`src/ddr_test_pkg.sv`:
```
package ddr_test_pkg;

	// bus widths
	localparam int ADDR_WIDTH        = 32;
	localparam int NARROW_DATA_WIDTH = 32;
	localparam int WIDE_DATA_WIDTH   = 128;
	// beats per generator burst
	localparam int BURST_LEN         = 8;

	// control port byte offsets
	localparam logic [ADDR_WIDTH-1:0] REG_CTRL       = 32'h00;
	localparam logic [ADDR_WIDTH-1:0] REG_BASE       = 32'h04;
	localparam logic [ADDR_WIDTH-1:0] REG_COUNT      = 32'h08;
	localparam logic [ADDR_WIDTH-1:0] REG_SEED       = 32'h0C;
	localparam logic [ADDR_WIDTH-1:0] REG_STATUS     = 32'h10;
	localparam logic [ADDR_WIDTH-1:0] REG_ERRORS     = 32'h14;
	localparam logic [ADDR_WIDTH-1:0] REG_FIRST_FAIL = 32'h18;

	localparam logic [1:0] RESP_OKAY   = 2'b00;
	localparam logic [1:0] RESP_SLVERR = 2'b10;

	// registers to generator
	typedef struct packed {
		logic                  start;
		logic                  do_write;
		logic                  do_verify;
		logic [ADDR_WIDTH-1:0] base;
		logic [31:0]           count;
		logic [31:0]           seed;
	} test_cfg_t;

	// generator to registers
	typedef struct packed {
		logic                  busy;
		logic                  done;
		logic [31:0]           errors;
		logic [ADDR_WIDTH-1:0] first_fail;
	} test_status_t;

	typedef struct packed {
		logic [ADDR_WIDTH-1:0] addr;
		logic [7:0]            len;
		logic [2:0]            size;
	} aw_narrow_t;

	// same layout on the read address channel
	typedef aw_narrow_t ar_narrow_t;

	typedef struct packed {
		logic [NARROW_DATA_WIDTH-1:0]   data;
		logic [NARROW_DATA_WIDTH/8-1:0] strb;
		logic                           last;
	} w_narrow_t;

	typedef struct packed {
		logic [NARROW_DATA_WIDTH-1:0] data;
		logic [1:0]                   resp;
		logic                         last;
	} r_narrow_t;

	typedef struct packed {
		logic [WIDE_DATA_WIDTH-1:0]   data;
		logic [WIDE_DATA_WIDTH/8-1:0] strb;
		logic                         last;
	} w_wide_t;

	typedef struct packed {
		logic [WIDE_DATA_WIDTH-1:0] data;
		logic [1:0]                 resp;
		logic                       last;
	} r_wide_t;

endpackage

```
`src/ddr_test_regs.sv`:
```
`timescale 1ns/1ns

module ddr_test_regs (
	input  logic                                init_calib_complete,
	input  logic                                sys_resetn,
	input  logic [ddr_test_pkg::ADDR_WIDTH-1:0] awaddr,
	input  logic                                awvalid,
	output logic                                awready,
	input  logic [31:0]                         wdata,
	input  logic [3:0]                          wstrb,
	input  logic                                wvalid,
	output logic                                wready,
	output logic [1:0]                          bresp,
	output logic                                bvalid,
	input  logic                                bready,
	input  logic [ddr_test_pkg::ADDR_WIDTH-1:0] araddr,
	input  logic                                arvalid,
	output logic                                arready,
	output logic [31:0]                         rdata,
	output logic [1:0]                          rresp,
	output logic                                rvalid,
	input  logic                                rready,
	output ddr_test_pkg::test_cfg_t             cfg,
	input  ddr_test_pkg::test_status_t          status,
	output logic [2:0]                          led
);
	logic [31:0] base;
	logic [31:0] count;
	logic [31:0] seed;
	logic        do_write;
	logic        do_verify;
	logic        start_pulse;
	logic        done;
	logic [31:0] errors;
	logic [31:0] first_fail;
	logic        wr_en;
	logic        wr_ok;

	// byte lane merge for the plain rw registers
	function automatic logic [31:0] merge(input logic [31:0] old, input logic [31:0] data,
			input logic [3:0] strb);
		logic [31:0] res;
		res = old;
		for (int i = 0; i < 4; i++) begin
			if (strb[i])
				res[i*8 +: 8] = data[i*8 +: 8];
		end
		return res;
	endfunction

	// aw and w taken together, only with no response pending
	assign wr_en   = awvalid && wvalid && !bvalid;
	assign awready = wr_en;
	assign wready  = wr_en;
	// writable offsets only, status side is read-only
	assign wr_ok   = awaddr inside {ddr_test_pkg::REG_CTRL, ddr_test_pkg::REG_BASE,
			ddr_test_pkg::REG_COUNT, ddr_test_pkg::REG_SEED};
	assign arready = !rvalid;

	always_ff @(posedge init_calib_complete or negedge sys_resetn) begin
		if (!sys_resetn) begin
			base        <= '0;
			count       <= '0;
			seed        <= '0;
			do_write    <= 1'b0;
			do_verify   <= 1'b0;
			start_pulse <= 1'b0;
			done        <= 1'b0;
			errors      <= '0;
			first_fail  <= '0;
			bvalid      <= 1'b0;
			bresp       <= ddr_test_pkg::RESP_OKAY;
			rvalid      <= 1'b0;
			rresp       <= ddr_test_pkg::RESP_OKAY;
			rdata       <= '0;
		end else begin
			start_pulse <= 1'b0;
			if (bvalid && bready)
				bvalid <= 1'b0;
			if (wr_en) begin
				bvalid <= 1'b1;
				bresp  <= wr_ok ? ddr_test_pkg::RESP_OKAY : ddr_test_pkg::RESP_SLVERR;
				case (awaddr)
					ddr_test_pkg::REG_BASE:  base  <= merge(base, wdata, wstrb);
					ddr_test_pkg::REG_COUNT: count <= merge(count, wdata, wstrb);
					ddr_test_pkg::REG_SEED:  seed  <= merge(seed, wdata, wstrb);
					ddr_test_pkg::REG_CTRL: begin
						// request dropped silently while a run is active
						if (wstrb[0] && !status.busy && !start_pulse) begin
							do_write    <= wdata[0];
							do_verify   <= wdata[1];
							start_pulse <= 1'b1;
						end
					end
					default: ;
				endcase
			end
			// result held until the next run starts
			if (start_pulse)
				done <= 1'b0;
			if (status.done) begin
				done       <= 1'b1;
				errors     <= status.errors;
				first_fail <= status.first_fail;
			end
			if (rvalid && rready)
				rvalid <= 1'b0;
			if (arvalid && arready) begin
				rvalid <= 1'b1;
				rresp  <= ddr_test_pkg::RESP_OKAY;
				case (araddr)
					ddr_test_pkg::REG_CTRL:       rdata <= {30'b0, do_verify, do_write};
					ddr_test_pkg::REG_BASE:       rdata <= base;
					ddr_test_pkg::REG_COUNT:      rdata <= count;
					ddr_test_pkg::REG_SEED:       rdata <= seed;
					ddr_test_pkg::REG_STATUS:     rdata <= {30'b0, done, status.busy};
					ddr_test_pkg::REG_ERRORS:     rdata <= errors;
					ddr_test_pkg::REG_FIRST_FAIL: rdata <= first_fail;
					default: begin
						rdata <= '0;
						rresp <= ddr_test_pkg::RESP_SLVERR;
					end
				endcase
			end
		end
	end

	assign cfg = '{start: start_pulse, do_write: do_write, do_verify: do_verify,
			base: base, count: count, seed: seed};

	// led2 fail, led1 pass, led0 finished
	assign led = {errors != '0, done && errors == '0, done};

endmodule

```
`config.mk`:
```
export PLATFORM = sky130hd
export DESIGN_NAME = ddr_test_regs
export DESIGN_NICKNAME = d
export VERILOG_FILES = /design/src/ddr_test_pkg.sv /design/src/ddr_test_regs.sv
export SDC_FILE = /design/constraint.sdc
export NUM_CORES = 1
export LEC_CHECK = 0
export BUFFER_PORTS_ARGS = -buffer_cell sky130_fd_sc_hd__buf_2
export CORE_ASPECT_RATIO = 1.75
export CORE_UTILIZATION = 56
export CTS_BUF_LIST = sky130_fd_sc_hd__clkbuf_2
export CTS_CLUSTER_SIZE = 20
export DETAILED_ROUTE_END_ITERATION = 7
export PLACE_DENSITY = 0.88
export SETUP_SLACK_MARGIN = 0.05
export SYNTH_ARGS = -nofsm -noshare
export SYNTH_HDL_FRONTEND = slang
export SYNTH_SLANG_ARGS = --single-unit
```
`constraint.sdc`:
```
create_clock -name init_calib_complete -period 3.5 [get_ports init_calib_complete]
set_input_delay 0.35 -clock init_calib_complete [delete_from_list [all_inputs] [get_ports init_calib_complete]]
set_output_delay 0.35 -clock init_calib_complete [all_outputs]
set_load 0.01 [all_outputs]
```
Word-level counts from Yosys, hierarchy flattened --
Index checks and enable logic that the tools add are counted.
Storage, ports and cells: register bits after elaboration 202, bits in latches 0, bits in writable memories 0, ROM bits 0, input bits 173, output and inout port bits 143, logic and storage cells 78, memories kept 0
Cells by class: $add $sub $neg 0, multiply operators 0, div/mod/pow operators 0, magnitude comparators 0, equal/unequal tests 9, shift-type cells 0, mux-type cells 12, bitwise operators 0, reduce and logical (&&, ||, !) cells 34
Operator list (count):
- $pmux W32 S7 | 1
- $eq A32 B4 Y1 const B | 4
- $eq A32 B5 Y1 const B | 3
- $logic_not A32 Y1 | 3
- $eq A32 B3 Y1 const B | 2
- $reduce_and A3 Y1 | 13
- $reduce_bool A32 Y1 | 1
- $mux W1 | 9
- $logic_and A1 B1 Y1 | 8
- $reduce_or A7 Y1 | 1
- $reduce_bool A2 Y1 | 3
- $logic_not A1 Y1 | 4
- $mux W2 | 2
- $reduce_bool A4 Y1 | 1

Depth between registers and ports, before layout --
depth after elaboration 6, depth in mapped cells 6, gate-level depth less buffers 4

Least setup slack after synthesis --
OpenSTA, ideal clock, no wires.
path type register -> register, start reg bvalid, end reg count[0], library setup time 0.125 ns, data arrival time 2.152 ns, required time 3.375 ns, path slack 1.223 ns, cell stages (with the launch flop) 7, buffers on the path 2, clock period less this slack 2.277 ns, cell sequence dfrtp_1 and3b_1 clkbuf_1 nand3_1 buf_4 nor4_4 mux2_2
Between the ends: cells in the longest elaborated chain, start to end 3
RTL lines:
- start, declared | line ddr_test_regs.sv:14 | output logic bvalid,
- start signal, assigned | line ddr_test_regs.sv:71 | bvalid <= 1'b0;
- start signal, assigned | line ddr_test_regs.sv:79 | bvalid <= 1'b0;
- start signal, assigned | line ddr_test_regs.sv:81 | bvalid <= 1'b1;
- $logic_not A1 Y1 | line ddr_test_regs.sv:52 | assign wr_en = awvalid && wvalid && !bvalid;
- $logic_and A1 B1 Y1 | line ddr_test_regs.sv:52
- net awready | line ddr_test_regs.sv:8 | output logic awready,
- $reduce_and A3 Y1 (no line)
- end signal, assigned | line ddr_test_regs.sv:85 | ddr_test_pkg::REG_COUNT: count <= merge(count, wdata, wstrb);
- end, declared | line ddr_test_regs.sv:28 | logic [31:0] count;
The timed path passes the listed nets, and every way through them passes these cells. A chain may end at the register's enable or synchronous reset.

Final worst setup path --
start reg errors[30], end out led[1]
Between the ends: cells in the longest elaborated chain, start to end 2
RTL lines:
- start, declared | line ddr_test_regs.sv:34 | logic [31:0] errors;
- start signal, assigned | line ddr_test_regs.sv:103 | errors <= status.errors;
- $logic_not A32 Y1 | line ddr_test_regs.sv:132 | assign led = {errors != '0, done && errors == '0, done};
- $logic_and A1 B1 Y1 | line ddr_test_regs.sv:132
- end, declared | line ddr_test_regs.sv:25 | output logic [2:0] led
No other way between the ends.

==> impl_metrics.py <==
metrics = {
    "synthesis": {
        "ys_types": 37,
        "synth.cell_area_um2": 8950,
        "synthTopCellsByArea": "dfrtp_1 56%, mux2_2 21%, a22oi_1 5.0%",
        "ys_seq_area_frac": 0.559,
        "synth_cells": 687,
        "muxShareOfSynthArea": 0.212,
        "synth_seq_cells": 200,
        "synthAdderAreaFrac": 0,
        "synth_top_family_by_area": "multiplexers",
        "syn-mean-instance-area_um2": 13.0,
        "synth_top_cell_area_share": 0.559,
        "synth_compound_area_frac": 0.119,
        "synth_top_area_cell": "dfrtp_1",
        "synthXorXnorAreaFrac": 0,
        "yosysWarnings": 0,
        "yosys.area_share.simple": 0.0818,
    },
    "place": {
        "io_buffers": 313,
        "place_congestion": 0.871,
        "hpwl_um": 18900,
        "dpl_cell_area_um2": 10700,
    },
    "setup_path": {
        "slowest_delay_ns": 0.48,
        "end_kind": "primary output",
        "cp-start-kind": "register",
        "slowest_stage": "dfrtp_1",
        "rr_worst_depth": 5,
        "rrSetupSlack_ns": 1.10,
        "critPathTopFamily": "simple AND/OR/NAND/NOR gates",
        "worst-path-stages": 5,
        "rr_endpoint": "count[12]",
        "worstReg2RegStart": "bvalid",
        "arrival_ns": 2.45,
        "cp_max_fo": 3,
        "critPathRequiredTime_ns": 3.15,
        "crit_buf_inv": 1,
        "crit_chain": "nor4_1 -> nand2_1 -> or3_1 -> nor2_1 -> buf_2",
        "path_class": "register to primary output",
    },
    "timing": {
        "skew_ns": 0.0561,
        "slew_viol_final": 0,
        "rsz0062_at_grt": "no",
        "fin_crit_ns": 2.80,
        "slew_headroom": 0.278,
        "max_freq_mhz": 358,
        "holdWs_ns": 0.0955,
        "finalHoldViolCount": 0,
        "worst_pin_slew_ns": 1.08,
        "setup_viol": 0,
        "finalSetupTns_ns": 0,
        "timing.final.crit_share": 0.799,
    },
    "cts": {
        "clkSlewWorstSetupHoldPaths_ns": 0.32,
        "clk_latency_ns": 0.77,
        "root_buffer": "clkbuf_2",
        "cts_sinks": 200,
        "numCtsBuffers": 17,
        "clockBufferDepth": 2,
        "cts_tree": "built",
        "htree_num_levels": 4,
    },
    "floorplan": {
        "pin_count": 316,
        "die_h_um": 169,
        "start_util": 0.578,
        "core_area_um2": 15500,
        "dieArea_um2": 16500,
        "fp.dieW_um": 97.5,
        "rows": 60,
    },
    "hold_path": {
        "min_to": "count[28]",
        "holdCritStartpoint": "wstrb[3]",
        "min_path_type": "input pin to register",
        "holdPathStages": 4,
    },
    "run": {
        "max_cap_violations": 0,
    },
    "drt": {
        "wl_um": 30200,
        "final_antenna_net_count": 0,
        "dr.max_layer_used": "met4",
        "vias": 8101,
        "wl_per_cell_um": 23.3,
        "viasPerCell": 6.25,
        "drt_drc_violations_left": 0,
        "wl_met1_um": 9880,
        "dr.first_iter.drc_count": 534,
        "route.met2.wl_um": 16300,
        "route.met3.wl_um": 2240,
        "first_pass_iters": 5,
    },
    "pwr": {
        "leakagePower_nw": 6.10,
        "p_int_w": 0.00290,
        "swShare": 0.288,
        "vdd_ir_drop_max_uv": 237,
        "seqPwrFrac": 0.604,
        "p_switching_w": 0.00117,
        "power_density_nw_per_um2": 338,
        "power_frac_clock": 0.267,
        "comb_power_share": 0.129,
        "total_power_w": 0.00406,
    },
    "grt": {
        "grt_pass1_wl_um": 46500,
        "grt_max_degree": 94,
        "grt-ovfl-total": 0,
        "grt_pass1_vias": 8594,
        "antenna_found_initial": 1,
        "groute.usage.overall": 0.369,
    },
    "layout": {
        "fillers": 925,
        "drive_gt1_frac": 0.491,
        "final_common_cell": "buf_2",
        "fin_nets": 1268,
        "area_growth_pct": 34.4,
        "layout_common_cells": "312 x buf_2, 200 x dfrtp_1, 163 x mux2_2",
        "final_area_um2": 12000,
    },
    "run_status": {
        "status": "finished, final reports clean",
    },
}
==> cells in the mapped netlist (all sizes together) <==
library cell	count
nand3	7
nor4	35
mux2i	2
a21oi	29
inv	4
mux2	163
a21boi	1
a222oi	1
and3b	1
conb	1
nand2	43
o21ai	35
nand2b	2
or4	3
mux4	2
nor4b	2
nor3	1
o21bai	1
nor2	4
dfrtp	200
a21o	1
a22o	29
and4	1
nor2b	2
o211ai	2
buf	12
clkbuf	37
nand3b	2
a22oi	59
nand4	3
nor4bb	1
or3	1
==> worst max path at each step <==
stage / start / end / slack (ns)
global placement: awaddr[8] / count[5] / 0.80
CTS: errors[13] / led[1] / 0.63
finish: errors[30] / led[1] / 0.70
global route: errors[30] / led[1] / 0.49
detailed placement: awaddr[8] / seed[6] / 0.82
floorplan: bvalid / count[0] / 1.22
==> final cells by class <==
cell class	instances	area (um2)	share of cell area
clock buffer	19	95.1	0.00791
sequential	200	5000	0.416
inverter	4	15.0	0.00125
clock inverter	13	135	0.0112
multi-input combinational	435	3740	0.311
timing repair buffer	437	2800	0.233
tap	186	233	0.0194
antenna	2	5.00	0.000416
==> power groups by stage <==
stage / clock network [W] / registers (W) / logic (W)
6_report: 0.00108 / 0.00246 / 0.000525
3_3_place_gp: 0 / 0.00248 / 0.000400
2_1_floorplan: 0 / 0.00247 / 0.000190
3_5_place_dp: 0 / 0.00249 / 0.000413
5_1_grt: 0.00120 / 0.00247 / 0.000562
4_1_cts: 0.00109 / 0.00245 / 0.000506
==> through the flow <==
stage,utilization,setup slack (ns),std cells
finish,0.778,0.704,1296
global route,0.778,0.490,1295
CTS,0.777,0.628,1293
detailed placement,0.693,0.825,1155
global placement,0.693,0.801,1155
floorplan,-,1.22,688
==> what timing repair did <==
action / in CTS / in global routing
resized for setup: 0 / 0
setup buffers: 0 / 0
hold buffers: 106 / 1
hold endpoints to repair: 257 / 1
==> metal layers <==
layer	GRT usage	vias up
li1	-	3399
met1	0.394	3999
met2	0.663	559
met3	0.0717	144
met4	0.235	0
met5	0	-
==> registers in the layout, summed over array words and instances (netlist names) <==
register and count:
base 32, count 32, errors 32, first_fail 32
rdata 32, seed 32, bresp 1, bvalid 1
do_verify 1, do_write 1, done 1, rresp 1
rvalid 1, start_pulse 1
==> worst reg2reg max path: stages, from the launching register on <==
cell	delay, ns
dfrtp_1	0.47
and3b_1	0.37
nand3_1	0.18
buf_4	0.28
nor4_4	0.58
mux2_2	0.41
==> logic make-up after synthesis <==
kind of cell / Yosys count
other: 1
AO/OA/AOI/OAI: 158
buffers and inverters: 53
AND/OR/NAND/NOR: 108
flip-flops: 200
multiplexers: 167
Note: power is estimated with default switching activity, not from simulation.
