[src/axi_reg_slice.sv]
`timescale 1ns/1ns

module axi_reg_slice #(
	parameter type payload_t = logic
) (
	input  logic     init_calib_complete,
	input  logic     sys_resetn,
	input  payload_t in,
	input  logic     in_valid,
	output logic     in_ready,
	output payload_t out,
	output logic     out_valid,
	input  logic     out_ready
);
	// second entry catches the beat in flight when out_ready drops
	payload_t skid;
	logic     skid_valid;

	// registered ready, so no combinational path from out_ready
	assign in_ready = !skid_valid;

	always_ff @(posedge init_calib_complete or negedge sys_resetn) begin
		if (!sys_resetn) begin
			out_valid  <= 1'b0;
			skid_valid <= 1'b0;
		end else if (!out_valid || out_ready) begin
			// output free: drain skid first, else take the input
			out_valid  <= skid_valid || (in_valid && in_ready);
			skid_valid <= 1'b0;
		end else if (in_valid && in_ready) begin
			// output stalled, park the new beat
			skid_valid <= 1'b1;
		end
	end

	always_ff @(posedge init_calib_complete) begin
		if (!out_valid || out_ready)
			out <= skid_valid ? skid : in;
		if (!skid_valid)
			skid <= in;
	end

endmodule

[config.mk]
export PLATFORM = sky130hd
export DESIGN_NAME = axi_reg_slice
export DESIGN_NICKNAME = d
export VERILOG_FILES = /design/src/axi_reg_slice.sv
export SDC_FILE = /design/constraint.sdc
export NUM_CORES = 1
export LEC_CHECK = 0
export ABC_AREA = 1
export ABC_CLOCK_PERIOD_IN_PS = 800
export BUFFER_PORTS_ARGS = -buffer_cell sky130_fd_sc_hd__buf_2
export CORE_AREA = 2 2 39 41
export CTS_BUF_LIST = sky130_fd_sc_hd__clkbuf_16
export CTS_CLUSTER_DIAMETER = 40
export DETAILED_ROUTE_END_ITERATION = 6
export DIE_AREA = 0 0 41 43
export GPL_ROUTABILITY_DRIVEN = 0
export PLACE_DENSITY_LB_ADDON = 0.08
export SLEW_MARGIN = 20
export SYNTH_ARGS = -nofsm -noshare
export SYNTH_HDL_FRONTEND = slang
export SYNTH_SLANG_ARGS = --single-unit
[constraint.sdc]
create_clock -name init_calib_complete -period 0.8 [get_ports init_calib_complete]
set_input_delay 0.04 -clock init_calib_complete [delete_from_list [all_inputs] [get_ports init_calib_complete]]
set_output_delay 0.04 -clock init_calib_complete [all_outputs]
set_load 0.1 [all_outputs]
==> After elaboration in Yosys (flattened, before gate mapping) <==
Cells that the tools add are included.
{ "classes": {"reduce_logical": 6, "mux": 3} }
{ "op_table": {"columns": ["operator", "n"], "rows": [
  ["$mux 1", 3],
  ["$logic_not 1->1", 2],
  ["$logic_or 1x1->1", 2],
  ["$reduce_bool 2->1", 1],
  ["$logic_and 1x1->1", 1]
]} }
{ "totals": {"in_bits": 5, "reg_bits": 4, "elab_cells": 13, "out_inout_bits": 3} }

==> Logic depth before layout (Yosys ltp) <==
Gate-level depths: netlist (run 1).
{ "logic_depth": {"word_depth": 4, "ltp_mapped": 3, "depth_no_buf": 3} }

==> Worst setup path before layout (run 1) <==
No wires, ideal clock.
{ "synth_timing": {"kind": "register to register", "start": "register out_valid", "end": "register out, enable pin", "path_stages_with_launch": 2, "synth_period_minus_slack_ns": 1.319, "arrival_time_ns": 1.038, "n_path_buf": 0, "setup_ns": 0.280, "path_slack_ns": -0.519, "required_time_ns": 0.520, "path_cell_list": "dfrtp_1 nand2_2"} }
{ "synth_via": {"elab_chain_cells": 2} }
{ "synth_rtl": {"columns": ["element", "line_no", "source"], "rows": [
  ["from (decl)", "12", "output logic out_valid,"],
  ["from (signal assigned)", "28", "out_valid <= skid_valid || (in_valid && in_ready);"],
  ["$logic_not 1->1", "37", "if (!out_valid || out_ready)"],
  ["$logic_or 1x1->1", "37", null],
  ["to (signal assigned)", "38", "out <= skid_valid ? skid : in;"],
  ["to (decl)", "11", "output payload_t out,"]
]} }
No other way between the ends.
A chain may end at the register's enable or synchronous reset.

==> Worst setup path in the final report (run 1) <==
{ "layout_timing": {"start": "register out_valid", "end": "output out_valid"} }
No word-level cell between the ends.

==> results of run 1 <==
## area by class of cell
type	count	area, um2
well taps	16	20.02
multi-input cells	7	38.79
repair buffers	13	138.9
clock inverters	1	3.754
fillers	143	996.0
flip-flops and latches	4	103.9
inverters	2	7.507
clock buffers	3	75.07
## cells by family after synthesis
kind of cell           count (synthesis)  share of synthesized area, %
flip-flops                             4                         73.40
buffers and inverters                  2                         5.507
AND/OR/NAND/NOR                        7                         21.10
## worst min-delay path by stage
stage	end	cells past startpoint	from
finish	out_valid$_DFFE_PN0P_	3	in_valid
floorplan	skid_valid$_DFFE_PN0P_	0	sys_resetn
CTS	out_valid$_DFFE_PN0P_	3	in_valid
global route	out_valid$_DFFE_PN0P_	3	in_valid
detailed placement	skid_valid$_DFFE_PN0P_	1	sys_resetn
global placement	out_valid$_DFFE_PN0P_	1	sys_resetn
## flip-flops by register name, summed over array words and instances (netlist names)
name,cells
skid,1
out,1
out_valid,1
skid_valid,1
## what timing repair did
action                     in CTS  in global routing
setup endpoints to repair       6                  7
hold endpoints to repair        2                  0
resized for setup               6                  1
setup buffers                   2                  0
pin swaps                       1                  0
hold buffers                    1                  0
## synthesized netlist by cell type
cell type	n	area, um2
dfrtp_1	2	50.05
dfxtp_1	1	20.02
edfxtp_1	1	30.03
inv_1	2	7.510
nand2_1	4	15.01
nand2_2	1	6.260
nor2_1	2	7.510
## metrics by stage
stage / total power, mW / util (%) / hold slack [ps] / TNS [ps]
after global routing: 1.326 / 28.03 / 39.37 / -1047
final: 1.268 / 28.03 / 25.47 / -898.5
after CTS: 1.283 / 27.67 / 24.30 / -913.6
after floorplan: 0.3610 / - / -255.6 / -1662
after global placement: 0.4571 / 18.99 / -173.0 / -16.40
after detailed placement: 0.4564 / 18.99 / -171.1 / -25.85
## report_power, final
group	switching (mW)	leakage, nW	total (mW)	internal [mW]
sequential	0.0139	0.0414	0.248	0.234
combinational	0.138	0.105	0.240	0.102
clock	0.136	0.0423	0.781	0.645
total	0.288	0.189	1.27	0.980
## cells in the final DEF, fill, tap and decap left out
cell type | netlist | routed
buf_2 | 0 | 4
clkbuf_16 | 0 | 3
buf_12 | 0 | 3
buf_6 | 0 | 3
inv_1 | 2 | 2
nor2_1 | 2 | 2
nand2_1 | 4 | 2
nand2_2 | 1 | 2
buf_4 | 0 | 2
inv_2 | 0 | 1
nand2_4 | 0 | 1
dlygate4sd3_1 | 0 | 1
edfxtp_1 | 1 | 1
dfrtp_4 | 0 | 1
dfxtp_1 | 1 | 1
dfrtp_1 | 2 | 1
## per-layer routing
metal  up-vias  global-route usage (%)  part of all wire, %
li1         71                       -                    -
met4         0                   4.000                    0
met2         5                   7.500                   54
met5         -                       0                    0
met1        62                   4.560                   36
met3         0                   7.853                   10
## worst max-delay path, delay by kind of cell, from the launching register on
family,cells,cell delay [ps]
DFF,1,470
buffers and inverters,2,270
==> metrics.txt, run 1 <==
drt initial violations=4; critical path type=flop to output port; Post-Layout Cell Count=46; R2R Path End=out$_DFFE_PP_; failing checks=negative setup slack; post-route cell area=387.9 um2; routed length per instance=7.652 um; Max Cap Viol=0; maximum VDD drop=0.001910 V; post-synthesis cell area=136.4 um2; Final min period=1009 ps; die width=41 um; cell row count=14; Die Ht=43 um; power per cell area=3270 nW/um2; CTS Sinks=4; Initial Util=9.855%; leakage power=0.1890 nW; total placed cells including tap cells=39; Worst Hold Class=input port to flop; die area=1763 um2; clock root cell=clkbuf_16; Final WS setup=-209.0 ps; syn nets=18; Core Area=1384 um2; pre-CTS setup slack=-20.18 ps; Critical R2R Launch=out_valid$_DFFE_PN0P_; crit path max fanout=2; CTS tree=done; crit-path max cell delay=470 ps; Worst Path Arrival=970 ps; Vias=138; worst-skew pair later-pin latency=220 ps; Final Net Count=36; Final Hold Fails=0; drt pass-1 iters=2; Syn Inst Count=13; CP endpoint=out_valid; Worst-path clk slew=30 ps; placed instance area=262.8 um2; pin count of the biggest net entering global routing=4; initial antenna violation count=0; Critical Path Source=out_valid$_DFFE_PN0P_; Setup crit end kind=output port; Crit-path slowest cell=dfrtp_4; Critical Path RT=760 ps; H-Tree Depth=1; Rel. slew slack=91.06%; TritonCTS buffer count=3; GRT Resource Usage Total=5.948%; Top Ports=8; vias in the first global route=146; grt ovf=0; Synth Register Bits=4; reg2reg setup slack=-150 ps; Max Fclk=991.1 MHz; synth warn=0; fin crit share=126.1%; worst-path cell chain=buf_6 -> buf_12; Slew Viols, Final=0; Post-DRT Antenna Nets=0; syn_area_per_cell=10.49 um2; count of final setup violators=7; Ant. Diodes=0; sequential-to-total area share from yosys stat=73.39%; synthesis-to-layout area growth=184.4%; Slew @ Worst Pin=134.1 ps; share of cells above drive strength 1=66.67%; DR DRC count=0; Port Buffers=7; cells on worst reg2reg path=2; Netlist cell types=7; RSZ-0062 raised after global routing=true; Critical Path Start Type=flop; first-pass GRT wire length=579 um; clk buf depth=2; total wire length=352 um; Layout Skew=3.763 ps; status=finished, violations left; Via density=3.000
Note: power is estimated with default switching activity, not from simulation.
==> run 2: changes to the inputs <==
--- a/config.mk
+++ b/config.mk
@@ -6,7 +6,7 @@
 export NUM_CORES = 1
 export LEC_CHECK = 0
 export ABC_AREA = 1
-export ABC_CLOCK_PERIOD_IN_PS = 800
+export ABC_CLOCK_PERIOD_IN_PS = 950
 export BUFFER_PORTS_ARGS = -buffer_cell sky130_fd_sc_hd__buf_2
 export CORE_AREA = 2 2 39 41
 export CTS_BUF_LIST = sky130_fd_sc_hd__clkbuf_16
==> constraint.sdc (replaced) <==
create_clock -name init_calib_complete -period 0.95 [get_ports init_calib_complete]
set_input_delay 0.0475 -clock init_calib_complete [delete_from_list [all_inputs] [get_ports init_calib_complete]]
set_output_delay 0.0475 -clock init_calib_complete [all_outputs]
set_load 0.1 [all_outputs]
==> run 2 against run 1 <==
The run now ends clean; count of clock-buffer cells in the layout unchanged; cell count shrank 11%; clock power shrank 14%; sequential power fell by 17%; design area shrank 16%; critical endpoint is now in_ready; setup slack gained 250 ps; critical path depth is the same; flip-flop and latch count stayed put; clock skew up 1.3 ps.
==> metrics.txt, run 2 (synthesis gave the netlist of run 1 again) <==
status=finished clean; GRT met3 Usage=6.283% (-1.6 points); Worst Hold Class=input port to flop; Post-DRT Antenna Nets=0 (unchanged); Layout Skew=5.018 ps (+1.255 ps); reg2reg setup slack=160 ps (+310 ps); Initial Util=9.855% (unchanged); HP Start=in; multi-input logic area=28.78 um2 (-26%); drt pass-1 iters=1 (-1); synthesis-to-layout area growth=139.4%; worst-skew pair later-pin latency=230 ps (about the same); Setup crit end kind=output port; Final Hold Fails=0 (unchanged); Setup TNS Final=0 ps (+898.5 ps); worst-path cell chain=inv_2 -> buf_12; Vias=127 (-8.0%); most frequent cells in the layout=nand2_1, buf_2, clkbuf_16, buf_12; Final Power=1.039 mW (-18%); Slew Viols, Final=0 (unchanged); clk buf depth=2 (unchanged); drt initial violations=0 (-4); vias in the first global route=134 (-8.2%); CTS tree=done; DR DRC count=0 (unchanged); Core Area=1384 um2 (unchanged); Top Ports=8 (unchanged); Layout fillers=156 (+9.1%); crit path max fanout=3 (+1); Slew @ Worst Pin=145.7 ps (+11.62 ps); share of cells above drive strength 1=52.00% (-15 points); crit-path max cell delay=390 ps (-80 ps); Port Buffers=7 (unchanged); first-pass GRT wire length=517 um (-11%); H-Tree Depth=1 (unchanged); initial antenna violation count=0 (unchanged); Worst-path clk slew=30 ps (about the same); hold depth=3 (unchanged); Final min period=912.6 ps; fin crit share=96.06%; placed instance area=237.7 um2 (-9.5%); post-route cell area=326.6 um2 (-16%); count of final setup violators=0 (-7); die area=1763 um2 (unchanged); clock root cell=clkbuf_16; critical path type=flop to output port; Ant. Diodes=0 (unchanged); Rel. slew slack=90.25% (-0.81 points); Via density=3.098 (+3.3%); Die Ht=43 um (unchanged); Critical Path RT=900 ps (+140 ps); Worst Path Arrival=870 ps (-100 ps); cells on worst reg2reg path=1 (-1); Critical Path Start Type=flop; Final Net Count=31 (-14%); power per cell area=3182 nW/um2 (-2.7%); global routing's busiest layer=met4; grt ovf=0 (unchanged); CTS Sinks=4 (unchanged); maximum VDD drop=0.001085 V (-43%); Fin Hold WS=37.63 ps (+12.16 ps); met2 usage in global routing=5.625% (-1.9 points); leakage power=0.1583 nW (-16%); Max Cap Viol=0 (unchanged); total wire length=313 um (-11%); cell row count=14 (unchanged); R2R Path End=out$_DFFE_PP_; GRT Resource Usage Total=5.746% (-0.20 points); routed length per instance=7.634 um (-0.24%); Max Fclk=1096 MHz; utilization after layout=23.60% (-4.4 points); Critical R2R Launch=out_valid$_DFFE_PN0P_; Min-Delay Endpoint=skid$_DFF_P_; Critical Path Source=skid_valid$_DFFE_PN0P_; FF/Latch Area=101.3 um2 (-2.4%); die width=41 um (unchanged); Crit-path slowest cell=dfrtp_1; TritonCTS buffer count=3 (unchanged); RSZ-0062 raised after global routing=false; pin count of the biggest net entering global routing=4 (unchanged); GR Util met1=3.909% (-0.65 points)
==> run 2: through the flow <==
stage / setup WS [ps] / cells
6_report: 37.45 / 41
5_1_grt: 6.145 / 41
4_1_cts: 30.51 / 41
3_5_place_dp: 142.8 / 36
3_3_place_gp: 145.0 / 36
2_1_floorplan: -349.4 / 13
==> run 2: how the worst max path moves through the flow <==
| stage | slack (ps) | endpoint |
|---|---|---|
| 5_1_grt | 6 | in_ready |
| 3_5_place_dp | 140 | out$_DFFE_PP_ |
| 3_3_place_gp | 140 | out$_DFFE_PP_ |
| 6_report | 40 | in_ready |
| 2_1_floorplan | -350 | out$_DFFE_PP_ |
| 4_1_cts | 30 | in_ready |
==> run 2: report_power, final <==
| group | internal [mW] | switching [mW] | total, mW |
|---|---|---|---|
| Combinational | 0.0571 | 0.104 | 0.161 |
| Sequential | 0.195 | 0.0119 | 0.207 |
| Clock | 0.544 | 0.127 | 0.671 |
==> run 2: timing repair <==
action / 4_1_cts / 5_1_grt
gates resized for setup: 1 / 0
endpoints found under the hold margin: 2 / 0
endpoints found under the setup margin: 1 / 0
hold buffers: 1 / 0
buffers inserted: 0 / 0
==> run 2: layer usage <==
layer	wire, um	up-vias	share of wire, %
met2	150	6	48
met1	92	56	29
met3	44	4	14
li1	-	61	-
met5	0	-	0
met4	25	0	8.0
==> run 2: area by class of cell <==
cell class	instances	area share, %
Clock buffer	3	22.99
Clock inverter	1	1.149
Inverter	2	2.299
Multi-Input combinational cell	7	8.812
Sequential cell	4	31.03
Tap cell	16	6.130
Timing Repair Buffer	8	27.59
==> run 2: worst max-delay path, delay by kind of cell (launching register included) <==
family / cells / cell delay (ps)
DFF: 1 / 390
buffers and inverters: 2 / 250
==> run 3: changes to the inputs <==
--- a/config.mk
+++ b/config.mk
@@ -15,6 +15,7 @@
 export DIE_AREA = 0 0 41 43
 export GPL_ROUTABILITY_DRIVEN = 0
 export PLACE_DENSITY_LB_ADDON = 0.08
+export REMOVE_ABC_BUFFERS = 1
 export SLEW_MARGIN = 20
 export SYNTH_ARGS = -nofsm -noshare
 export SYNTH_HDL_FRONTEND = slang
==> run 3 against run 2 <==
Fmax shrank 0.22%; design area shrank 0.38%; setup slack lost 2.0 ps; sequential share of layout area shrank 0.27 points; non-clock buffer count is the same; global-route usage shrank 1.7 points; via count grew 1.6%; largest power group unchanged.
==> metrics.txt, run 3 (synthesis gave the netlist of run 1 again) <==
Layout Skew=4.898 ps (-0.1205 ps); Via density=3.146 (+1.6%); Die Ht=43 um (unchanged); status=finished clean; Slew Viols, Final=0 (unchanged); Rel. slew slack=90.22% (about the same); vias in the first global route=114 (-15%); worst-path cell chain=inv_2 -> buf_12; grt ovf=0 (unchanged); routed length per instance=6.537 um (-14%); CP top delay family=flip-flops; Worst-path clk slew=30 ps (about the same); Core Area=1384 um2 (unchanged); fin crit share=96.27% (+0.21 points); placed instance area=236.5 um2 (-0.53%); cell row count=14 (unchanged); maximum VDD drop=0.001296 V (+20%); power per cell area=3162 nW/um2 (-0.61%); Fin Hold WS=38.56 ps (+0.9264 ps); RSZ-0062 raised after global routing=false; clock root cell=clkbuf_16; initial antenna violation count=0 (unchanged); Ant. Diodes=0 (unchanged); CTS tree=done; Worst Hold Class=input port to flop; pre-CTS setup slack=131.1 ps (-11.72 ps); Critical Path RT=900 ps (about the same); TritonCTS buffer count=3 (unchanged); Top Ports=8 (unchanged); Initial Util=9.855% (unchanged); synthesis-to-layout area growth=138.5%; die width=41 um (unchanged); multi-input logic area=28.78 um2 (unchanged); CTS Sinks=4 (unchanged); Final WS setup=35.47 ps (-1.979 ps); Final Net Count=31 (unchanged); leakage power=0.1590 nW (+0.41%); Port Buffers=7 (unchanged); DRT met1 WL=84 um (-8.7%); Worst Path Arrival=870 ps (about the same); Post-DRT Antenna Nets=0 (unchanged); Critical Path Start Type=flop; crit path max fanout=3 (unchanged); Final Hold Fails=0 (unchanged); uppermost layer routed=met3; DR DRC count=0 (unchanged); FF/Latch Area=100.1 um2 (-1.2%); drt initial violations=0 (unchanged); worst-skew pair later-pin latency=220 ps (about the same); WP buf/inv=2 (unchanged); Setup crit end kind=output port; Final min period=914.5 ps (+1.979 ps); Max Cap Viol=0 (unchanged); critical path type=flop to output port; drt pass-1 iters=1 (unchanged); clk buf depth=2 (unchanged); Met3 Wirelength=35 um (-20%); Max Fclk=1093 MHz (-0.22%); most frequent cells in the layout=nand2_1, buf_2, clkbuf_16, buf_12; Crit-path slowest cell=dfrtp_1; die area=1763 um2 (unchanged); crit-path max cell delay=390 ps (about the same); H-Tree Depth=1 (unchanged); Slew @ Worst Pin=146.7 ps (+0.9400 ps); pin count of the biggest net entering global routing=4 (unchanged); count of final setup violators=0 (unchanged); total wire length=268 um (-14%); postcts setup bufs=0 (unchanged); first-pass GRT wire length=400 um (-23%); met2 WL post-DR=147 um (-2.0%); GRT Resource Usage Total=4.032% (-1.7 points); post-route cell area=325.3 um2 (-0.38%); Layout fillers=149 (-4.5%); share of cells above drive strength 1=48.00% (-4.0 points); Vias=129 (+1.6%)
==> run 3: layout make-up <==
cell class,instances,area share [%]
well taps,16,6.154
clock buffers,3,23.08
flip-flops and latches,4,30.77
clock inverters,1,1.154
inverters,2,2.308
multi-input cells,7,8.846
repair buffers,8,27.69
==> run 3: tightest hold or removal path: stages <==
cell and delay (ps):
buf_2 70, nand2_1 40, nand2_1 60
==> run 3: power breakdown <==
part	internal (mW)	total, mW	switching (mW)
Combinational	0.0569	0.161	0.104
Sequential	0.195	0.207	0.0118
Clock	0.543	0.661	0.118
==> run 3: what timing repair did <==
action | 4_1_cts | 5_1_grt
hold buffers | 1 | 0
endpoints found under the hold margin | 2 | 0
gates resized for setup | 1 | 0
endpoints found under the setup margin | 1 | 0
==> run 3: metrics by stage <==
step	std cells	util, %	setup TNS (ps)	power [mW]
finish	41	23.51	0	1.029
global route	41	23.51	0	1.071
CTS	41	23.51	0	1.037
detailed placement	36	17.09	0	0.3672
global placement	36	17.09	0	0.3674
floorplan	13	-	-1585	0.3012
==> run 3: final timing paths <==
kind	start	end	slack, ps	cells past startpoint
max	skid_valid$_DFFE_PN0P_	in_ready	40	2
min reg2reg	skid$_DFF_P_	skid$_DFF_P_	450	2
min	in	skid$_DFF_P_	40	3
min in group asynchronous	sys_resetn	skid_valid$_DFFE_PN0P_	130	2
max reg2reg	out_valid$_DFFE_PN0P_	out$_DFFE_PP_	160	1
max in group asynchronous	sys_resetn	out_valid$_DFFE_PN0P_	720	2
==> run 3: metal layers <==
metal  up-vias  global-route usage, %
met1        61                  2.606
met4         0                  2.000
li1         63                      -
met2         5                  5.313
met3         0                  6.283
met5         -                      0
