**src/ddr_test_pkg.sv**
```systemverilog
package ddr_test_pkg;

	// bus widths
	localparam int ADDR_WIDTH        = 32;
	localparam int NARROW_DATA_WIDTH = 32;
	localparam int WIDE_DATA_WIDTH   = 128;
	// beats per generator burst
	localparam int BURST_LEN         = 8;

	// control port byte offsets
	localparam logic [ADDR_WIDTH-1:0] REG_CTRL       = 32'h00;
	localparam logic [ADDR_WIDTH-1:0] REG_BASE       = 32'h04;
	localparam logic [ADDR_WIDTH-1:0] REG_COUNT      = 32'h08;
	localparam logic [ADDR_WIDTH-1:0] REG_SEED       = 32'h0C;
	localparam logic [ADDR_WIDTH-1:0] REG_STATUS     = 32'h10;
	localparam logic [ADDR_WIDTH-1:0] REG_ERRORS     = 32'h14;
	localparam logic [ADDR_WIDTH-1:0] REG_FIRST_FAIL = 32'h18;

	localparam logic [1:0] RESP_OKAY   = 2'b00;
	localparam logic [1:0] RESP_SLVERR = 2'b10;

	// registers to generator
	typedef struct packed {
		logic                  start;
		logic                  do_write;
		logic                  do_verify;
		logic [ADDR_WIDTH-1:0] base;
		logic [31:0]           count;
		logic [31:0]           seed;
	} test_cfg_t;

	// generator to registers
	typedef struct packed {
		logic                  busy;
		logic                  done;
		logic [31:0]           errors;
		logic [ADDR_WIDTH-1:0] first_fail;
	} test_status_t;

	typedef struct packed {
		logic [ADDR_WIDTH-1:0] addr;
		logic [7:0]            len;
		logic [2:0]            size;
	} aw_narrow_t;

	// same layout on the read address channel
	typedef aw_narrow_t ar_narrow_t;

	typedef struct packed {
		logic [NARROW_DATA_WIDTH-1:0]   data;
		logic [NARROW_DATA_WIDTH/8-1:0] strb;
		logic                           last;
	} w_narrow_t;

	typedef struct packed {
		logic [NARROW_DATA_WIDTH-1:0] data;
		logic [1:0]                   resp;
		logic                         last;
	} r_narrow_t;

	typedef struct packed {
		logic [WIDE_DATA_WIDTH-1:0]   data;
		logic [WIDE_DATA_WIDTH/8-1:0] strb;
		logic                         last;
	} w_wide_t;

	typedef struct packed {
		logic [WIDE_DATA_WIDTH-1:0] data;
		logic [1:0]                 resp;
		logic                       last;
	} r_wide_t;

endpackage

```
**src/ddr_traffic_gen.sv**
```systemverilog
`timescale 1ns/1ns

module ddr_traffic_gen #(
	parameter int BURST_LEN = 8
) (
	input  logic                       init_calib_complete,
	input  logic                       sys_resetn,
	input  ddr_test_pkg::test_cfg_t    cfg,
	output ddr_test_pkg::test_status_t status,
	output ddr_test_pkg::aw_narrow_t   aw,
	output logic                       aw_valid,
	input  logic                       aw_ready,
	output ddr_test_pkg::w_narrow_t    w,
	output logic                       w_valid,
	input  logic                       w_ready,
	input  logic [1:0]                 b_resp,
	input  logic                       b_valid,
	output logic                       b_ready,
	output ddr_test_pkg::ar_narrow_t   ar,
	output logic                       ar_valid,
	input  logic                       ar_ready,
	input  ddr_test_pkg::r_narrow_t    r,
	input  logic                       r_valid,
	output logic                       r_ready
);
	localparam int          BEAT_W      = $clog2(BURST_LEN);
	localparam logic [31:0] BURST_BYTES = 32'(BURST_LEN * 4);

	typedef enum logic [2:0] {S_IDLE, S_AW, S_W, S_B, S_AR, S_R, S_DONE} state_t;

	state_t                              state;
	logic [ddr_test_pkg::ADDR_WIDTH-1:0] burst_addr;
	logic [ddr_test_pkg::ADDR_WIDTH-1:0] beat_addr;
	logic [ddr_test_pkg::ADDR_WIDTH-1:0] base_q;
	logic [31:0]                         words_left;
	logic [31:0]                         count_q;
	logic [31:0]                         seed_q;
	logic                                verify_q;
	logic [BEAT_W-1:0]                   beat;
	logic [31:0]                         pattern;
	logic                                last_burst;
	logic                                rd_fail;

	// expected word is its own byte address xor seed
	assign beat_addr  = burst_addr + {beat, 2'b00};
	assign pattern    = beat_addr ^ seed_q;
	assign last_burst = words_left <= 32'(BURST_LEN);
	assign rd_fail    = r.data != pattern || r.resp != ddr_test_pkg::RESP_OKAY;

	// one burst in flight per direction, fixed 4-byte incr
	assign aw       = '{addr: burst_addr, len: 8'(BURST_LEN - 1), size: 3'd2};
	assign ar       = aw;
	assign aw_valid = state == S_AW;
	assign ar_valid = state == S_AR;
	assign w        = '{data: pattern, strb: '1, last: beat == BEAT_W'(BURST_LEN - 1)};
	assign w_valid  = state == S_W;
	assign b_ready  = state == S_B;
	assign r_ready  = 1'b1;

	// run settings frozen at start
	always_ff @(posedge init_calib_complete) begin
		if (state == S_IDLE && cfg.start) begin
			base_q   <= cfg.base;
			count_q  <= cfg.count;
			seed_q   <= cfg.seed;
			verify_q <= cfg.do_verify;
		end
	end

	always_ff @(posedge init_calib_complete or negedge sys_resetn) begin
		if (!sys_resetn) begin
			state      <= S_IDLE;
			status     <= '0;
			burst_addr <= '0;
			words_left <= '0;
			beat       <= '0;
		end else begin
			status.done <= 1'b0;
			case (state)
				S_IDLE: begin
					if (cfg.start) begin
						status.busy       <= 1'b1;
						status.errors     <= '0;
						status.first_fail <= '0;
						burst_addr        <= cfg.base;
						words_left        <= cfg.count;
						beat              <= '0;
						// empty run or no pass requested finishes at once
						if (cfg.count == '0)
							state <= S_DONE;
						else if (cfg.do_write)
							state <= S_AW;
						else if (cfg.do_verify)
							state <= S_AR;
						else
							state <= S_DONE;
					end
				end
				S_AW: begin
					if (aw_ready)
						state <= S_W;
				end
				S_W: begin
					if (w_ready) begin
						beat <= beat + 1'b1;
						if (w.last) begin
							beat  <= '0;
							state <= S_B;
						end
					end
				end
				S_B: begin
					if (b_valid) begin
						// error response charged to the burst start
						if (b_resp != ddr_test_pkg::RESP_OKAY) begin
							status.errors <= status.errors + 1'b1;
							if (status.errors == '0)
								status.first_fail <= burst_addr;
						end
						burst_addr <= burst_addr + BURST_BYTES;
						words_left <= words_left - 32'(BURST_LEN);
						if (!last_burst) begin
							state <= S_AW;
						end else if (verify_q) begin
							// rewind for the verify pass
							burst_addr <= base_q;
							words_left <= count_q;
							state      <= S_AR;
						end else begin
							state <= S_DONE;
						end
					end
				end
				S_AR: begin
					if (ar_ready)
						state <= S_R;
				end
				S_R: begin
					if (r_valid) begin
						beat <= beat + 1'b1;
						if (rd_fail) begin
							status.errors <= status.errors + 1'b1;
							if (status.errors == '0)
								status.first_fail <= beat_addr;
						end
						if (r.last) begin
							beat       <= '0;
							burst_addr <= burst_addr + BURST_BYTES;
							words_left <= words_left - 32'(BURST_LEN);
							state      <= last_burst ? S_DONE : S_AR;
						end
					end
				end
				default: begin
					status.busy <= 1'b0;
					status.done <= 1'b1;
					state       <= S_IDLE;
				end
			endcase
		end
	end

endmodule

```
**config.mk**
```make
export PLATFORM = sky130hd
export DESIGN_NAME = ddr_traffic_gen
export DESIGN_NICKNAME = d
export VERILOG_FILES = /design/src/ddr_test_pkg.sv /design/src/ddr_traffic_gen.sv
export SDC_FILE = /design/constraint.sdc
export NUM_CORES = 1
export LEC_CHECK = 0
export ABC_CLOCK_PERIOD_IN_PS = 4200
export BUFFER_PORTS_ARGS = -buffer_cell sky130_fd_sc_hd__buf_2
export CAP_MARGIN = 30
export CORE_UTILIZATION = 49
export DETAILED_ROUTE_END_ITERATION = 16
export HOLD_SLACK_MARGIN = 0.02
export PLACE_DENSITY_LB_ADDON = 0.2
export SLEW_MARGIN = 20
export SYNTH_ARGS = -nofsm -noshare
export SYNTH_HDL_FRONTEND = slang
export SYNTH_SLANG_ARGS = --single-unit
```
**constraint.sdc**
```tcl
create_clock -name init_calib_complete -period 4.2 [get_ports init_calib_complete]
set_input_delay 0.42 -clock init_calib_complete [delete_from_list [all_inputs] [get_ports init_calib_complete]]
set_output_delay 0.42 -clock init_calib_complete [all_outputs]
set_load 0.02 [all_outputs]
```
**Word level (Yosys, flattened, before mapping)**

Cells that the tools add are included.

- Bits in registers: 233
- Input port bits: 143
- Logic and storage cells: 102

- $add $sub $neg: 5
- $lt $le $gt $ge: 1
- Eq/ne operators: 19
- Multiplexer cells: 46
- Bitwise operators: 2
- Reductions and logical operators: 17

Operators by type and width:

| operator | count |
|---|---|
| two-way mux 32 bit | 14 |
| two-way mux 64 bit | 5 |
| case mux 32 bit (3 select lines) | 2 |
| case mux 64 bit (3 select lines) | 1 |
| logical NOT 32 bit | 2 |
| two-way mux 3 bit | 16 |
| adder 32 x 1 -> 32 bit (second input constant) | 1 |
| adder 32 x 5 -> 32 bit | 1 |
| adder 32 x 6 -> 32 bit (second input constant) | 1 |
| less-or-equal comparator 32 x 4 -> 1 bit (second input constant) | 1 |
| inequality test 32 bit | 1 |
| subtractor 32 x 4 -> 32 bit (second input constant) | 1 |
| bitwise XOR 32 bit | 1 |
| case mux 3 bit (6 select lines) | 1 |
| AND reduction 8 bit | 2 |
| inequality test 2 bit (second input constant) | 7 |
| inequality test 2 x 1 -> 1 bit (second input constant) | 5 |
| equality test 3 bit (second input constant) | 3 |
| case mux 3 bit (3 select lines) | 1 |
| equality test 3 x 2 -> 1 bit (second input constant) | 2 |
| two-way mux 2 bit | 3 |
| AND reduction 6 bit | 1 |
| nonzero test 3 bit | 2 |
| OR reduction 6 bit | 1 |
| other kinds (13) | 15 |

**Logic depth before layout (Yosys ltp)**

Gate-level depths: netlist (run 1).

- Depth after elaboration: 7
- Gate-level depth with buffers: 15
- Mapped depth without buffers: 12

**Worst setup path after synthesis (run 1)**

Ideal clock, no wire load.

- Path kind: reg2reg
- Start: reg burst_addr[2] (netlist name)
- End: reg status[10] (netlist name)
- Arrival: 4253 ps
- Required time: 4075 ps
- Path slack: -178 ps
- Cell stages (with the launch flop): 15
- Buffers on the path: 2
- Clock period less this slack: 4378 ps
- Cells stage by stage: dfrtp_1 -> ha_1 -> inv_1 -> fa_1 -> nor2b_1 -> o211ai_2 -> buf_6 -> or3_1 -> xnor2_1 -> xor2_1 -> or4b_4 -> nor4_4 -> nor2_2 -> buf_6 -> mux2_4

RTL lines:

| what | RTL line | source |
|---|---|---|
| start, declared | ddr_traffic_gen.sv:32 | `logic [ddr_test_pkg::ADDR_WIDTH-1:0] burst_addr;` |
| start signal, assigned | ddr_traffic_gen.sv:85 | `burst_addr <= cfg.base;` |
| start signal, assigned | ddr_traffic_gen.sv:120 | `burst_addr <= burst_addr + BURST_BYTES;` |
| start signal, assigned | ddr_traffic_gen.sv:126 | `burst_addr <= base_q;` |
| end, declared | ddr_traffic_gen.sv:9 | `output ddr_test_pkg::test_status_t status,` |

**Worst setup path in the final report (run 1)**

- Start: reg burst_addr[2] (netlist name)
- End: reg status[47] (netlist name)

- Cells in the longest elaborated chain, start to end: 6

Ends and longest elaborated chain:

| what | RTL line | source |
|---|---|---|
| adder 32 x 5 -> 32 bit | ddr_traffic_gen.sv:45 | `assign beat_addr = burst_addr + {beat, 2'b00};` |
| bitwise XOR 32 bit | ddr_traffic_gen.sv:46 | `assign pattern = beat_addr ^ seed_q;` |
| inequality test 32 bit | ddr_traffic_gen.sv:48 | `assign rd_fail = r.data != pattern \|\| r.resp != ddr_test_pkg::RESP_OKAY;` |
| logical OR 1 bit | ddr_traffic_gen.sv:48 |  |
| inequality test 2 bit (no source line) | - |  |
| AND reduction 6 bit (no source line) | - |  |

Every way passes these cells.
A chain may end at the register's enable or synchronous reset.

==> results of run 1 <==
-- power breakdown --
| part | leakage (uW) | switching [uW] | internal [uW] |
|---|---|---|---|
| Combinational | 0.00398 | 4220 | 2370 |
| Sequential | 0.00263 | 551 | 3050 |
| Clock | 0.000429 | 982 | 1330 |
| Total | 0.00703 | 5750 | 6750 |
-- critical path, stage by stage (launching register included) --
cell and delay (ns):
sky130_fd_sc_hd__dfrtp_1 0.36, sky130_fd_sc_hd__ha_1 0.18, sky130_fd_sc_hd__inv_1 0.06, sky130_fd_sc_hd__fa_1 0.40
sky130_fd_sc_hd__nor2b_1 0.14, sky130_fd_sc_hd__buf_4 0.17, sky130_fd_sc_hd__o211ai_4 0.15, sky130_fd_sc_hd__buf_4 0.20
sky130_fd_sc_hd__or3_1 0.41, sky130_fd_sc_hd__xor2_1 0.19, sky130_fd_sc_hd__a2111oi_2 0.24, sky130_fd_sc_hd__nand4_1 0.22
sky130_fd_sc_hd__buf_4 0.19, sky130_fd_sc_hd__or4_4 0.57, sky130_fd_sc_hd__nand3_4 0.12, sky130_fd_sc_hd__clkbuf_16 0.19
sky130_fd_sc_hd__o41ai_1 0.08
-- cell usage in the layout (no fill, tap or decap), types with 27 or more instances in the layout --
cell type	n
sky130_fd_sc_hd__a21oi_1	82
sky130_fd_sc_hd__buf_2	308
sky130_fd_sc_hd__buf_4	81
sky130_fd_sc_hd__clkbuf_16	28
sky130_fd_sc_hd__conb_1	27
sky130_fd_sc_hd__dfrtp_1	136
sky130_fd_sc_hd__edfxtp_1	97
sky130_fd_sc_hd__inv_1	41
sky130_fd_sc_hd__mux2_4	30
sky130_fd_sc_hd__nand2_1	150
sky130_fd_sc_hd__nand3_1	37
sky130_fd_sc_hd__nor2_1	90
sky130_fd_sc_hd__nor3_1	30
sky130_fd_sc_hd__nor4_1	30
sky130_fd_sc_hd__o21ai_0	162
sky130_fd_sc_hd__o31ai_1	39
sky130_fd_sc_hd__xnor2_1	56
sky130_fd_sc_hd__xor2_1	32
-- cells by family (layout without fill, tap and decap cells) --
kind of cell / Yosys count / in the layout / share of synthesized area [%]
flip-flops: 233 / 233 / 46.54
AO/OA/AOI/OAI: 413 / 413 / 19.09
other: 2 / 30 / 0.05534
AND/OR/NAND/NOR: 438 / 438 / 15.80
adder cells (fa/ha/maj): 10 / 10 / 0.9772
buffers and inverters: 200 / 489 / 7.643
XOR/XNOR: 94 / 94 / 6.573
multiplexers: 30 / 30 / 3.319
-- synthesized netlist by cell type, drive strengths merged (5+ instances only) --
master | instances | share of area (%)
o21ai | 165 | 6.1
nand2 | 150 | 4.1
dfrtp | 136 | 25
edfxtp | 97 | 21
nor2 | 95 | 2.7
buf | 88 | 4.5
a21oi | 83 | 3.1
clkbuf | 71 | 2.0
xnor2 | 57 | 3.7
inv | 41 | 1.1
o31ai | 39 | 2.2
nand3 | 38 | 1.4
nor4 | 36 | 2.0
xor2 | 32 | 2.1
nor3 | 31 | 1.1
mux2 | 30 | 3.3
a221oi | 24 | 1.5
nand4 | 18 | 0.83
a222oi | 16 | 1.2
a31oi | 15 | 0.69
or3 | 15 | 0.69
and3 | 12 | 0.55
o41ai | 10 | 0.65
a22oi | 9 | 0.50
ha | 9 | 0.83
nand2b | 9 | 0.41
o22ai | 8 | 0.37
a221o | 7 | 0.52
a22o | 7 | 0.45
a21o | 6 | 0.33
and4 | 5 | 0.32
xnor3 | 5 | 0.83
-- stage by stage --
stage / hold WS (ns) / setup TNS (ns) / power [uW] / cells / setup WS [ns]
6_report: 0.03554 / 0 / 12510 / 2078 / 0.1822
5_1_grt: 0.02624 / 0 / 13170 / 2078 / 0.0003246
4_1_cts: 0.02276 / 0 / 12400 / 2069 / 0.02349
2_1_floorplan: 0.1244 / 0 / 7896 / 1445 / 0.006968
3_3_place_gp: 0.4650 / 0 / 9934 / 2018 / 0.03032
3_5_place_dp: 0.4700 / -0.6840 / 10050 / 2018 / -0.05955
-- path summary, 6_finish.rpt --
path | start | end | slack (ns) | cells past startpoint
worst max-delay path | burst_addr[2] | status[47] | 0.18 | 16
worst min-delay path | cfg[1] | seed_q[1] | 0.04 | 1
max in group asynchronous | sys_resetn | burst_addr[22] | 2.76 | 3
min in group asynchronous | sys_resetn | status[52] | 0.49 | 2
worst max register to register | burst_addr[2] | status[47] | 0.18 | 16
worst min register to register | status[65] | status[65] | 0.48 | 1
-- layout make-up --
type | count | area [um2] | share of cell area [%]
diodes | 3 | 7.507 | 0.04549
clock buffers | 35 | 755.7 | 4.579
clock inverters | 15 | 113.9 | 0.6899
inverters | 41 | 153.9 | 0.9325
multi-input cells | 1012 | 6424 | 38.92
flip-flops and latches | 233 | 6316 | 38.27
well taps | 341 | 426.7 | 2.585
repair buffers | 398 | 2307 | 13.98
-- per-layer routing --
layer  global-route usage (%)  vias to the layer above
met2                    48.94                      682
met3                    5.501                       87
met5                        0                        -
met1                    44.54                     6156
li1                         -                     5737
met4                    10.91                        0
-- flip-flops by register name, summed over array words and instances, names as in the netlist --
name	flops
beat	3
verify_q	1
burst_addr	32
words_left	32
base_q	32
seed_q	32
status	66
state	3
count_q	32
-- what timing repair did --
| action | CTS | global route |
|---|---|---|
| pin swaps | 0 | 5 |
| buffers inserted | 0 | 5 |
| endpoints found under the hold margin | 77 | 0 |
| setup endpoints to repair | 31 | 59 |
| gates resized for setup | 2 | 10 |
| cloned | 0 | 1 |
| hold buffers | 1 | 0 |
==> results.cfg, run 1 <==
[status]
outcome = finished, final reports clean

[clock_tree]
cts.sinks = 233
cts-buffers-inserted = 27
clk_pin_slew_worst_setup_hold_paths_ns = 0.06
clk_latency_ns = 0.56
tritoncts = built
cts.root.buffer_cell = sky130_fd_sc_hd__clkbuf_16
cts-htree-levels = 1
cts_buffer_depth = 3

[drt]
initialDrtViolationCount = 1388
post_drt_via_cell_ratio = 6.093
dr_total_vias = 12662
postRouteWirelength_mm = 45.39
detail_route_antenna_nets = 0
post_drt_wl_per_cell_um = 21.85
routedLengthMet1_mm = 19.40
dr.pass1.iters = 7
drcViolationCount = 0
dr_wl_met3_mm = 4.175
wl_met2_mm = 20.41
top_signal_layer_used = met4

[placement]
io_buffers = 309
postPlaceCellArea_um2 = 15500
dp_hpwl_mm = 32.67
globalplace.congestion = 0.9743

[floorplanning]
core-area_um2 = 27030
start_util_pct = 50.22
io_pins = 337
num_rows = 60
die_boundary_height_um = 168.4
fp.dieW_um = 168.4
floorplan.die_area_um2 = 28370

[worst_setup_path]
setup.worst_path.start_class = register
cp_data_required_time_ns = 4.61
timing_worst_setup_path_type = reg -> reg
cp-end-kind = register
cp.arrival_ns = 4.43
cp_max_fo = 15

[yosys]
syn_area_um2 = 13570
post_synth_inst_count = 1420
yosys_register_bits = 233
synth_edf_count = 97
ys_dominant_reg_cell = sky130_fd_sc_hd__dfrtp_1
yosys.cell_types.count = 70
yosysSeqAreaShare_pct = 46.54
asyncSetResetFlopFracSynth_pct = 58.37
yosysWarningCount = 0
syn_area_per_cell_um2 = 9.558

[timing]
final.period_utilization_pct = 95.66
worst_clock_skew_ns = 0.02316
report.final.slew_viol_count = 0
slew_headroom_pct = 42.57
finalWorstPathRequiredPeriod_ns = 4.018
grt_setup_unrepaired = no
worst_pin_slew_ns = 0.8541
setup_violations = 0
timing.final.hold_violations = 0
timing.fmax_mhz = 248.9

[finish]
layout-drive-gt1-share_pct = 28.72
fillCellCount = 2302
net_total_in_the_final_layout = 1866
finish.instance_area_um2 = 16500
final_util_pct = 61.07
area_growth_syn_to_layout_pct = 21.61

[worst_hold_path]
min_delay_worst_type = in -> reg

[global_routing]
grt_start_max_net_pins = 80
grt_pass1_wl_mm = 69.00
grt_antenna_before_repair = 4
grt-ovfl-total = 0
grt.total_usage_pct = 31.54
number_of_global_route_vias_before_repair = 11972

[power]
cellPowerDensity_nw_per_um2 = 757.7
total_leakage_power_uw = 0.007032
vdd.ir_drop.worst_mv = 0.5240

[flow_run]
timing.max_cap.violations = 0
(Power assumes the default switching activity.)
==> inputs of run 2 (changes only) <==
CTS_BUF_LIST = sky130_fd_sc_hd__clkbuf_16   (was not set)
==> results.cfg, run 2 (synthesized netlist as in run 1, its figures left out) <==
[status]
outcome = finished, final reports clean

[power]
vdd.ir_drop.worst_mv = 0.5225
net_switching_power_of_the_design_uw = 5772
swShare_pct = 46.46
part_of_the_power_in_combinational_logic_pct = 53.2
cellPowerDensity_nw_per_um2 = 754.9
total_leakage_power_uw = 0.007017
power_report.internal_total_uw = 6653
clkPwrFrac_pct = 17.8
power.sequential.fraction_pct = 29.0

[worst_hold_path]
holdPathStages = 1
min_delay_worst_type = in -> reg

[worst_setup_path]
cp_max_fo = 13
worstReg2RegEnd = status[5]
cp-end-kind = register
ff2ff_path_depth = 14
cp.arrival_ns = 4.48
critical_path.reg2reg.startpoint = burst_addr[2]
timing_worst_setup_path_type = reg -> reg
setup_crit_start = burst_addr[2]
cp_data_required_time_ns = 4.64
regToRegSetupSlack_ns = 0.16
setup.worst_path.start_class = register
critical_path.endpoint = status[5]

[floorplanning]
die_boundary_height_um = 168.4
io_pins = 337
start_util_pct = 50.22
num_rows = 60
core-area_um2 = 27030
floorplan.die_area_um2 = 28370
fp.dieW_um = 168.4

[drt]
drcViolationCount = 0
dr_total_vias = 12690
detail_route_antenna_nets = 0
postRouteWirelength_mm = 45.49
initialDrtViolationCount = 1378
post_drt_wl_per_cell_um = 21.87
post_drt_via_cell_ratio = 6.101
dr.pass1.iters = 7

[clock_tree]
clk_latency_ns = 0.56
cts.sinks = 233
cts_buffer_depth = 3
cts-htree-levels = 1
cts-buffers-inserted = 27
tritoncts = built
cts.root.buffer_cell = sky130_fd_sc_hd__clkbuf_16
clk_pin_slew_worst_setup_hold_paths_ns = 0.06

[timing]
timing.final.hold_violations = 0
final_worst_slack_ns = 0.1640
final.period_utilization_pct = 96.09
report.final.slew_viol_count = 0
worst_pin_slew_ns = 0.8397
worst_clock_skew_ns = 0.02096
grt_setup_unrepaired = no
timing.fmax_mhz = 247.8
setup_violations = 0
finalSetupTns_ns = 0
slew_headroom_pct = 43.89
finalWorstPathRequiredPeriod_ns = 4.036

[finish]
area_growth_syn_to_layout_pct = 21.28
commonest_non_fill_non_tap_cells_in_the_layout = 308 x sky130_fd_sc_hd__buf_2, 162 x sky130_fd_sc_hd__o21ai_0, 150 x sky130_fd_sc_hd__nand2_1
regMostFlops = status
layout-drive-gt1-share_pct = 28.43
largest_register_ffs = 66
final_util_pct = 60.90
layout.cells.most_common = sky130_fd_sc_hd__buf_2
net_total_in_the_final_layout = 1866

[global_routing]
grt.total_usage_pct = 31.59
grt_antenna_before_repair = 4
grt-ovfl-total = 0
grt_start_max_net_pins = 80
grt_pass1_wl_mm = 69.06
number_of_global_route_vias_before_repair = 11971

[placement]
dp_hpwl_mm = 32.67
io_buffers = 309
place_worst_setup_slack_ns = -0.05955
globalplace.congestion = 0.9743

[flow_run]
timing.max_cap.violations = 0
## run 2: timing repair
item / 4_1_cts / 5_1_grt
cloned: 0 / 1
resized for setup: 2 / 10
endpoints found under the setup margin: 31 / 60
endpoints found under the hold margin: 77 / 0
setup buffers: 0 / 5
pin swaps: 0 / 5
hold buffers: 1 / 0
## run 2: cell type report
type / instances / area (um2)
clock inverters: 23 / 143.9
well taps: 341 / 426.7
multi-input cells: 1012 / 6424
fillers: 2311 / 10570
clock buffers: 27 / 675.6
inverters: 41 / 153.9
diodes: 5 / 12.51
flip-flops and latches: 233 / 6316
repair buffers: 398 / 2307
## run 2: how the worst min path moves through the flow
| stage | start | end | slack (ns) |
|---|---|---|---|
| final | cfg[1] | seed_q[1] | 0.03 |
| after global routing | cfg[1] | seed_q[1] | 0.03 |
| after CTS | cfg[1] | seed_q[1] | 0.02 |
| after detailed placement | status[65] | status[65] | 0.47 |
| after global placement | status[65] | status[65] | 0.47 |
| after floorplan | sys_resetn | beat[0] | 0.12 |
## run 2: through the flow
stage                     power [uW]  instances  cell area, um2  hold slack [ns]
after global placement          9934       2018           15500           0.4650
final                          12420       2080           16460          0.03427
after CTS                      12300       2069           16340          0.02442
after floorplan                 7896       1445           13680           0.1244
after detailed placement       10050       2018           15500           0.4700
after global routing           13080       2078           16450          0.02596
## run 2: critical path, stage by stage (launching register included)
cell	delay (ns)
sky130_fd_sc_hd__dfrtp_1	0.36
sky130_fd_sc_hd__ha_1	0.18
sky130_fd_sc_hd__inv_1	0.06
sky130_fd_sc_hd__fa_1	0.40
sky130_fd_sc_hd__nor2b_1	0.14
sky130_fd_sc_hd__buf_4	0.17
sky130_fd_sc_hd__o21ai_0	0.14
sky130_fd_sc_hd__xnor3_1	0.39
sky130_fd_sc_hd__nor3_2	0.29
sky130_fd_sc_hd__or3b_2	0.48
sky130_fd_sc_hd__nand4b_1	0.28
sky130_fd_sc_hd__nor4_4	0.38
sky130_fd_sc_hd__nor2_4	0.13
sky130_fd_sc_hd__buf_12	0.19
sky130_fd_sc_hd__mux2_4	0.30
## run 2: power groups by stage
stage / Combinational, uW / Clock, uW / Sequential [uW]
2_1_floorplan: 4080 / 0 / 3820
3_3_place_gp: 6330 / 0 / 3600
3_5_place_dp: 6430 / 0 / 3620
4_1_cts: 6470 / 2240 / 3580
5_1_grt: 7090 / 2310 / 3680
6_report: 6610 / 2210 / 3600
## run 2: per-layer routing
metal	share of wire [%]	global-route usage (%)	up-vias
li1	-	-	5745
met1	43	44.84	6155
met2	45	48.85	698
met3	8.9	5.289	92
met4	3.2	11.07	0
met5	0	0	-
